## config.mk

```make
export PLATFORM = sky130hd
export DESIGN_NAME = read_port_mux
export DESIGN_NICKNAME = d
export VERILOG_FILES = /design/src/regfile_pkg.sv /design/src/read_port_mux.sv
export SDC_FILE = /design/constraint.sdc
export NUM_CORES = 1
export LEC_CHECK = 0
export ABC_AREA = 0
export BUFFER_PORTS_ARGS = -buffer_cell sky130_fd_sc_hd__buf_2
export CAP_MARGIN = 10
export CORE_AREA = 2 2 103 105
export DETAILED_ROUTE_END_ITERATION = 8
export DIE_AREA = 0 0 105 107
export PLACE_DENSITY = 0.61
export SLEW_MARGIN = 20
export SYNTH_ARGS = -nofsm -noshare
export SYNTH_HDL_FRONTEND = slang
export SYNTH_SLANG_ARGS = --single-unit
export TNS_END_PERCENT = 10
```

## constraint.sdc

```tcl
create_clock -name vclk -period 1.8
set_input_delay 0.18 -clock vclk [all_inputs]
set_output_delay 0.18 -clock vclk [all_outputs]
set_load 0.02 [all_outputs]
```

## src/regfile_pkg.sv

```systemverilog
// ==========================================================================
// Register file sizes and special register numbers
// ==========================================================================

package regfile_pkg;

  // Width of one architectural register in bits
  localparam int WID = 64;

  // Byte lanes per register, and so the width of every byte-enable mask
  localparam int NBYTE = 8;

  // Number of architectural registers held in each bank
  localparam int NREG = 64;

  // Width of a register address
  localparam int REG_AW = 6;

  // Number of read ports, which is also the read port count of each bank
  localparam int NREAD = 4;

  // ==========================================================================
  // Special registers
  // ==========================================================================

  // Register 0 is hardwired to zero on every read port
  localparam int REG_ZERO = 0;

  // Register 53 returns the program counter of the issue lane that owns the
  // read port, so the core can form PC-relative operands without a move
  localparam int REG_PC = 53;

  // Writes to either special register still land in the banks
  // They are simply never visible through a read port

endpackage

```

## src/read_port_mux.sv

```systemverilog
`timescale 1ns/10ps

// Output selection of one read port
// The special registers take priority over the bank data, and for an
// ordinary register the live value flag picks the bank

module read_port_mux import regfile_pkg::*; (
  input  logic [REG_AW-1:0] ra,
  input  logic [WID-1:0]    pc,
  input  logic [WID-1:0]    bank0_data,
  input  logic [WID-1:0]    bank1_data,
  input  logic              live_bank,
  output logic [WID-1:0]    o
);

  // Decoded special addresses
  logic is_zero;
  logic is_pc;

  assign is_zero = (ra == REG_AW'(REG_ZERO));
  assign is_pc   = (ra == REG_AW'(REG_PC));

  // ==========================================================================
  // Selection
  // ==========================================================================

  always_comb begin
    if (is_zero) begin
      // Hardwired zero register
      o = '0;
    end else if (is_pc) begin
      // Program counter of the lane that owns this port
      o = pc;
    end else if (live_bank) begin
      // Write port 1 was the last to touch this register
      o = bank1_data;
    end else begin
      // Write port 0 was last, or nothing has written it since reset
      o = bank0_data;
    end
  end

endmodule

```

== After elaboration in Yosys (flattened, before gate mapping) ==
Cells that the tools add are included.

* Equal/unequal tests: 1
* Mux-type cells: 3
* Reductions and logical operators: 1

{| class="wikitable"
|+ Operators with widths
! cell !! count
|-
| 2-to-1 mux 64 bit || 3
|-
| == test 6 bit (second input constant) || 1
|-
| zero test 6 bit || 1
|}

* Flip-flop bits (word level): 0
* Input port bits: 199
* Output and inout bits: 64
* Word-level logic and storage cells: 5

== Depth between registers and ports, before layout ==
* Depth in word-level cells: 3
* Gate-level depth with buffers: 6

== Worst setup path before layout ==
OpenSTA, ideal clock, no wires.

* Path type: input-to-output
* Start point: input ra[1]
* End point: output o[0]
* Data arrival time: 1.322 ns
* Setup slack: 0.298 ns
* Stages on the path: 6
* Path buffers: 3
* Cell sequence: or2_4 -> buf_6 -> or2_1 -> buf_6 -> buf_8 -> o211a_1

* Word-level cells in the longest chain between the ends: 3

{| class="wikitable"
|+ RTL lines
! what !! RTL line !! text
|-
| start: declaration || read_port_mux.sv:8 || <nowiki>input logic [REG_AW-1:0] ra,</nowiki>
|-
| == test 6 bit || read_port_mux.sv:21 || <nowiki>assign is_pc = (ra == REG_AW'(REG_PC));</nowiki>
|-
| 2-to-1 mux 64 bit || read_port_mux.sv:31 || <nowiki>end else if (is_pc) begin</nowiki>
|-
| 2-to-1 mux 64 bit (*) || read_port_mux.sv:28 || <nowiki>if (is_zero) begin</nowiki>
|-
| end: declaration || read_port_mux.sv:13 || <nowiki>output logic [WID-1:0] o</nowiki>
|}

Mark *: on every way between the ends. The rest lies on a longest branch, timed or not.

== Final worst setup path ==
* Start point: input ra[1]
* End point: output o[35]

The elaborated chain is that of the path after synthesis.

==> summary.txt <==
Routing
  – DRT Wirelength: 8.45 mm
  – Post-DRT Antenna Nets: 0
  – Max Used Layer: met4
  – Vias per cell: 4.73
  – DR WL/cell: 14.0 microns
  – Met2 WL post-DR: 4.47 mm
  – DRT iter0 DRCs: 165
  – DR DRC count: 0
  – Pre-antenna DRT Iters: 4
  – DR vias: 2,862
  – Met1 Wirelength: 3.32 mm
  – Met3 wire length: 655 microns

Finish
  – ANT cells: 0
  – Number of sequential cells: 0
  – Clk_buf instances: 0
  – Ratio of cells with drive above 1 in the final layout: 58.6%
  – Post-route design area: 3270 sq um
  – Area growth, synth to finish: 75.5%
  – Core Util, Final: 32.4%
  – NumNets Final: 670
  – Storage cell area: 0 sq um
  – Layout Cells excl Fill: 605

Die
  – # rows: 37
  – Starting Density: 18.5%
  – Ports: 263
  – Die Wd: 105 microns
  – Die height: 107 microns
  – Die area: 11,200 sq um
  – Total core area: 10,100 sq um

Worst setup path
  – Crit end category: primary output
  – Worst Setup Path Type: in2out
  – Critical path startpoint: ra[1]
  – CP max stage delay: 0.25 ns
  – CP startpoint kind: input pin
  – Critical path, cell by cell: buf_2 > or2_4 > buf_4 > nand2b_2 > buf_12 > o211a_1 > buf_2
  – Crit path max fanout: 64
  – Worst EP required: 1.62 ns
  – Arr. time, crit path: 1.53 ns
  – Cell at the slowest stage of the critical path: or2_4
  – Critical path buffers and inverters: 4
  – CP Depth: 7
  – Critical Path Most Common Cell: buf_2
  – CP top delay family: buffers and inverters

Outcome
  – Outcome: complete, no violations

STA
  – RSZ-0062 raised after global routing: no
  – Fin. max-slew vios: 0
  – Max_slew headroom: 78.9%
  – Sum of negative setup slack: 0 ns
  – Fin. Hold Viols: 0
  – Least-Margin Pin Slew: 0.314 ns
  – Setup violators final: 0
  – Period minus WS final: 1.71 ns
  – Setup ws final: 0.0936 ns
  – Maximum clock frequency: 586 MHz
  – Tcrit/Tclk final: 94.8%

Min path
  – Hold path depth: 3
  – Hold Path Origin: pc[14]
  – HP Class: in2out
  – Worst Hold End: o[14]

Power and ir drop
  – Net Sw Power: 0.436 mW
  – Pint: 0.420 mW
  – Sw Ratio: 50.9%
  – Peak VDD IR: 0.000112 V
  – Combinational fraction of design power: 100.0%
  – Pwr per Cell Area: 262 nW/um^2
  – Clock power frac: 0%
  – Leakage: 2.03 nW
  – Sequential Power Share: 0%

Global routing
  – First-pass GRT wire length: 12.5 mm
  – GRT Overall Usage: 12.9%
  – Grt total ovfl: 0
  – Initial antenna violation count: 0
  – Vias in the first global route: 2,616
  – Largest net degree at the start of global routing: 65

Place
  – Post-DP HPWL: 6.64 mm
  – Placed Instance Area: 3270 sq um
  – Placed Instances: 605
  – Pre-CTS WS: 0.0985 ns
  – Routability cong.: 0.807
  – Port Buffers: 263

CTS
  – Setup Buffers After CTS: 0
  – CTS resizes: 0
  – Hold Buf Count CTS: 0

Synthesis
  – Syn Area/Cell: 8.03 sq um
  – Cell count after synthesis: 232
  – Post-Syn Nets: 431
  – Number of library cell types mapped by synthesis: 13
  – Largest cells by area after synthesis: mux2i_1 (34%), o211a_1 (34%), o21ai_0 (17%)
  – Seq/Total Area, Yosys: 0%
  – Yosys warning total: 0
  – Top cells by count, synth: mux2i_1 (64), o211a_1 (64), o21ai_0 (64)
  – Largest area contributor in the netlist: mux2i_1
  – Share of the synthesized area in the top cell type: 34.4%
  – Area of the mapped netlist: 1860 sq um

Job
  – Max Cap Viol: 0
-- layer usage --
metal / vias up / GRT usage, %
li1: 1398 / -
met1: 1313 / 15.7
met2: 147 / 25.5
met3: 4 / 1.52
met4: 0 / 0.286
met5: - / 0
-- per-stage QoR --
stage	hold WS (ns)	power, mW
after floorplan	0.595	0.475
after global placement	0.721	0.846
after detailed placement	0.720	0.856
after CTS	0.723	0.860
after global routing	0.734	0.926
final	0.721	0.855
-- placed cells by master (no fill, tap or decap), drive strengths merged --
cell,netlist,routed
or2,2,2
buf,22,272
o21ai,64,64
nand2b,1,1
mux2i,64,64
nand4,1,1
o211a,64,64
nor4,1,1
-- worst min-delay path, delay by kind of cell --
| family | cells | cell delay [ns] |
|---|---|---|
| compound gates | 1 | 0.13 |
| buf+inv | 2 | 0.22 |
-- power by group through the flow --
stage | combinational (mW) | sequential (mW) | clock, mW
2_1_floorplan | 0.475 | 0 | 0
3_3_place_gp | 0.846 | 0 | 0
3_5_place_dp | 0.856 | 0 | 0
4_1_cts | 0.860 | 0 | 0
5_1_grt | 0.926 | 0 | 0
6_report | 0.855 | 0 | 0
-- worst max path at each step --
stage            end  slack, ns
3_3_place_gp   o[28]       0.11
3_5_place_dp   o[61]        0.1
2_1_floorplan   o[0]       0.30
4_1_cts        o[61]        0.1
6_report       o[35]       0.09
5_1_grt        o[50]       0.03
-- logic make-up (layout without fill, tap and decap cells) --
group	count (synthesis)	count (layout)	share of synthesized area [%]
compound gates	128	128	51.6
buf+inv	35	272	12.2
mux	64	64	34.4
simple gates	5	5	1.81
-- cell type report --
type	count	area [sq um]
Multi-Input combinational cell	197	1640
Timing Repair Buffer	272	1460
Tap cell	136	170
Fill cell	1106	6820
Note: power is estimated with default switching activity, not from simulation.
