$ cat src/regfile_pkg.sv
// ==========================================================================
// Register file sizes and special register numbers
// ==========================================================================

package regfile_pkg;

  // Width of one architectural register in bits
  localparam int WID = 64;

  // Byte lanes per register, and so the width of every byte-enable mask
  localparam int NBYTE = 8;

  // Number of architectural registers held in each bank
  localparam int NREG = 64;

  // Width of a register address
  localparam int REG_AW = 6;

  // Number of read ports, which is also the read port count of each bank
  localparam int NREAD = 4;

  // ==========================================================================
  // Special registers
  // ==========================================================================

  // Register 0 is hardwired to zero on every read port
  localparam int REG_ZERO = 0;

  // Register 53 returns the program counter of the issue lane that owns the
  // read port, so the core can form PC-relative operands without a move
  localparam int REG_PC = 53;

  // Writes to either special register still land in the banks
  // They are simply never visible through a read port

endpackage

$ cat src/live_value_table.sv
`timescale 1ns/10ps

// Live value table for the two-bank register file
// One flag per register tells which bank holds the newest copy
// A flag of 0 points at bank 0 and a flag of 1 points at bank 1

module live_value_table import regfile_pkg::*; (
  input  logic              clka,
  input  logic              rst,
  input  logic              wr0,
  input  logic              wr1,
  input  logic [REG_AW-1:0] wa0,
  input  logic [REG_AW-1:0] wa1,
  input  logic [REG_AW-1:0] ra0,
  input  logic [REG_AW-1:0] ra1,
  input  logic [REG_AW-1:0] ra2,
  input  logic [REG_AW-1:0] ra3,
  output logic [NREAD-1:0]  live_bank
);

  // Bank select flag of every register
  logic [NREG-1:0] live;

  // ==========================================================================
  // Flag update
  // ==========================================================================

  // Port 0 clears the flag of its target and port 1 sets the flag of its own
  // The port 1 assignment comes last, so when both ports hit the same
  // register in one cycle the flag ends up set and port 1 wins
  // The byte mask plays no part here, a partial write still moves the flag
  always_ff @(posedge clka or posedge rst) begin
    if (rst) begin
      // After reset every register is read from bank 0
      live <= '0;
    end else begin
      if (wr0) begin
        live[wa0] <= 1'b0;
      end
      if (wr1) begin
        live[wa1] <= 1'b1;
      end
    end
  end

  // ==========================================================================
  // Flag lookup
  // ==========================================================================

  // One lookup per read port, combinational like the bank reads
  assign live_bank[0] = live[ra0];
  assign live_bank[1] = live[ra1];
  assign live_bank[2] = live[ra2];
  assign live_bank[3] = live[ra3];

endmodule

$ cat config.mk
export PLATFORM = sky130hd
export DESIGN_NAME = live_value_table
export DESIGN_NICKNAME = d
export VERILOG_FILES = /design/src/regfile_pkg.sv /design/src/live_value_table.sv
export SDC_FILE = /design/constraint.sdc
export NUM_CORES = 1
export LEC_CHECK = 0
export ABC_AREA = 1
export BUFFER_PORTS_ARGS = -buffer_cell sky130_fd_sc_hd__buf_2
export CORE_ASPECT_RATIO = 0.5
export CORE_MARGIN = 4
export CORE_UTILIZATION = 62
export CTS_BUF_LIST = sky130_fd_sc_hd__clkbuf_4 sky130_fd_sc_hd__clkbuf_8
export DETAILED_ROUTE_END_ITERATION = 8
export GPL_TIMING_DRIVEN = 0
export MAX_ROUTING_LAYER = met4
export PLACE_DENSITY = 0.82
export SYNTH_ARGS = -nofsm -noshare
export SYNTH_HDL_FRONTEND = slang
export SYNTH_SLANG_ARGS = --single-unit
$ cat constraint.sdc
create_clock -name clka -period 5 [get_ports clka]
set_clock_uncertainty 0.15 [all_clocks]
set_input_delay 0.5 -clock clka [delete_from_list [all_inputs] [get_ports clka]]
set_output_delay 0.5 -clock clka [all_outputs]
set_load 0.05 [all_outputs]
**Word-level counts from Yosys, hierarchy flattened**

Index checks and enable logic that the tools add are counted.

- Multiplexer cells: 14
- Reductions and logical operators: 2
- Bitwise operators: 3
- Magnitude comparators: 8

Operator list:

| kind | count |
|---|---|
| 64-bit two-way mux | 2 |
| 64-bit AND | 1 |
| 64-bit inverter | 1 |
| 64-bit bitwise OR | 1 |
| 6-bit by 7-bit less-than comparator with 1-bit output (second input constant) | 6 |
| 1-bit binary-select mux with 6-bit select | 4 |
| 1-bit demux with 6-bit select | 2 |
| 6-bit by 1-bit greater-or-equal comparator with 1-bit output (second input constant) | 2 |
| 1-bit two-way mux | 6 |
| 1-bit logical AND | 2 |

- Input bits: 40
- Output and inout port bits: 4
- Register bits after elaboration: 64
- Logic and storage cells: 28

**Longest topological paths before layout**

- Depth in word-level cells: 9
- Depth in mapped cells: 11
- Gate-level depth less buffers: 9

**Least setup slack after synthesis**

Ideal clock, no wire load.

- Kind: input port to output port
- Start: input port ra2[0]
- End: output port live_bank[2]
- Required time: 4.350 ns
- Stages on the path: 11
- Path slack: 2.814 ns
- Arrival time: 1.536 ns
- Buffers on the path: 2
- Cells stage by stage: buf_6 > inv_4 > buf_6 > nand2_1 > nand3_1 > nand3_1 > nand2_1 > nand2_1 > nand3_1 > nand3_1 > nand2_1

- Word-level cells in the longest chain between the ends: 2

Ends and longest elaborated chain:

| element | RTL line | text |
|---|---|---|
| start: declaration | live_value_table.sv:16 | `input logic [REG_AW-1:0] ra2,` |
| 1-bit binary-select mux with 6-bit select | live_value_table.sv:53 | `assign live_bank[2] = live[ra2];` |
| 1-bit two-way mux (not written as such) | live_value_table.sv:53 |  |
| end: declaration | live_value_table.sv:18 | `output logic [NREAD-1:0] live_bank` |

Every way passes these cells. The select of a mux whose other input is x is not followed.

**Final worst setup path**

- Start: register live[50]
- End: output port live_bank[3]

- Word-level cells in the longest chain between the ends: 2

Ends and longest elaborated chain:

| element | RTL line | text |
|---|---|---|
| start: declaration | live_value_table.sv:22 | `logic [NREG-1:0] live;` |
| start signal: assignment | live_value_table.sv:35 | `live <= '0;` |
| start signal: indexed assignment | live_value_table.sv:38 | `live[wa0] <= 1'b0;` |
| start signal: indexed assignment | live_value_table.sv:41 | `live[wa1] <= 1'b1;` |
| 1-bit binary-select mux with 6-bit select | live_value_table.sv:54 | `assign live_bank[3] = live[ra3];` |
| 1-bit two-way mux (not written as such) | live_value_table.sv:54 |  |

Every way passes these cells. The select of a mux whose other input is x is not followed.

==> run metrics <==
status completed; Core Util, Final 71.9%; root buffer cell clkbuf_8; CTS tree built; flip-flop count of the largest register after layout 64; kind of critical path flop to output pin; max-cap check violation count 0; Comb pwr share 28.6%; initial antenna violation count 0; CP Max Fanout 5; clock network power share 25.3%; Overflow after GRT 0; RSZ-0062 raised after global routing false; Leakage 0.00275 uW; final non-filler cell total 1036; FP Rows 23; initial core utilization 65.5%; pin count of the biggest net entering global routing 41; H-tree Lvls 3; adder-cell share of the synthesized area 0%; DR iter-0 viols 1006; Worst setup SP type flop; Total GRT Usage 41.5%; syn_nets 916; min Tclk post-route 2510 ps; GP Congestion 1.09; final hold violations 0; layout cells sized above 1 11.3%; Clock Sinks 64; commonest cells after routing, fill and taps aside 343 x nand2_1, 233 x nand3_1, 120 x o21ai_0, 64 x dfrtp_1, 40 x buf_2; die area 10300 um2; Antenna Diode Count 0; Yosys cell types 16; Final setup violation count 0; sequential share of power 46.1%; Die W 140 um; post-detail-place hpwl 15.3 mm; First-pass DRT Iterations 6; core area 8200 um2; final routed DRC violation total 0; Yosys reg bits 64; Multi-input gate area 3180 um2; commonest non-fill, non-tap cell in the layout nand2_1; fin crit share 50.2%; TNS Setup 0 ps; fill cell count 731; Min-Delay Path Class primary input to asynchronous set/reset pin; first-pass GRT wire length 32.2 mm; Worst-Skew Late Latency 340 ps; post-synthesis compound-gate area fraction 11.8%; worst vdd ir 0.322 mV; Layout area overhead 9.80%; arrival time of the worst setup path 1860 ps; Sw Share 41.4%; Req. time, crit path 4350 ps; CTS Hold Bufs 0; nets@finish 959; Die Y 73.8 um; worst setup margin 2490 ps; TritonCTS Buffers 9; Placed Cells 1020; multiplexer share of the synthesized area 0%; DP Worst Slack 2640 ps; Port-buffer cells 31; synth warn 0; Clock transition at path regs 70 ps; Top reg by flops live; xor and xnor area share after synthesis 0%; cell internal pwr 1090 uW; DR vias 6694; CP endpoint kind output pin; clock buffer depth 2; Top Registers live: 64 flops; Mapped Area 5370 um2; Seq/Total Area, Yosys 29.8%; cts repair resizes 0; FMAX 399 MHz; worst slew pin tran 560 ps; Post-DRT Antenna Nets 0; WL final 20.5 mm; post-synthesis simple-gate area fraction 47.3%; register area 1600 um2; Psw 772 uW; relative max-transition margin 62.6%; WL per Instance 19.8 um; Slew Viols, Final 0; via/cell ratio 6.46; io pins 44; largest family of logic cells by synthesized area simple AND/OR/NAND/NOR gates; power per standard cell area 316 nW/um2; Post-Syn Instances 876; synthesized area per cell 6.13 um2; Post-CTS Setup Bufs 0; vias in the first global route 5961
==> per-layer routing <==
metal  up-vias  track usage (%)  part of all wire (%)
met1      2991             56.9                    38
met4         0             10.7                   2.2
met3        73             13.9                    20
met2       607             59.1                    40
li1       3023                -                     -
met5         -                -                     0
==> critical path: stages (launching register included) <==
cell and delay [ps]:
dfrtp_1 570, nand2_1 90, nand3_1 70, nand3_1 80
nand2_1 150, nand2_1 70, nand3_1 80, nand3_1 80
nand2_1 60, buf_2 250
==> synth_stat cells <==
master	n	area share [%]
nor2_1	3	0.21
buf_4	14	2.0
buf_6	22	4.6
nor3_1	9	0.84
inv_4	2	0.23
inv_1	40	2.8
nand2_1	343	24
dfrtp_1	64	30
o21ai_1	7	0.65
inv_2	4	0.28
nand3_1	233	22
o21ai_0	120	11
inv_6	2	0.33
nor3_2	2	0.37
buf_2	9	0.84
nand4_1	2	0.23
==> power groups by stage <==
stage / Combinational [uW] / Sequential (uW) / Clock, uW
after floorplan: 401 / 719 / 0
after global placement: 492 / 828 / 0
after detailed placement: 515 / 835 / 0
after CTS: 519 / 826 / 461
after global routing: 602 / 858 / 483
final: 533 / 861 / 472
==> stage by stage <==
step | hold WS [ps] | power, uW | area, um2
final | 52.4 | 1870 | 5900
after global routing | 106 | 1940 | 5900
after CTS | 79.8 | 1810 | 5900
after detailed placement | 430 | 1350 | 5690
after global placement | 469 | 1320 | 5670
after floorplan | 362 | 1120 | 5370
==> area by class of cell <==
cell class              instances  share of cell area [%]
clock buffers                  14                    2.95
repair buffers                 32                    2.97
flip-flops and latches         64                    27.1
plain buffers                  45                    6.74
clock inverters                 2                   0.636
inverters                      48                    3.31
multi-input cells             719                    53.9
well taps                     112                    2.38
==> final timing paths <==
path                               start      endpoint  slack (ps)  depth (start not counted)
worst max-delay path            live[50]  live_bank[3]        2490                          9
worst min-delay path                 rst      live[13]          50                          2
worst max register to register  live[51]      live[51]        3860                          2
worst min register to register  live[46]      live[46]         520                          2
max in group asynchronous            rst      live[17]        4050                          3
min in group clka                 wa1[0]      live[62]         360                          4
==> kinds of logic after synthesis <==
group | after synthesis
AO/OA/AOI/OAI | 127
buffers and inverters | 93
flip-flops | 64
AND/OR/NAND/NOR | 592
No activity file was read; power rests on OpenSTA's default activity.
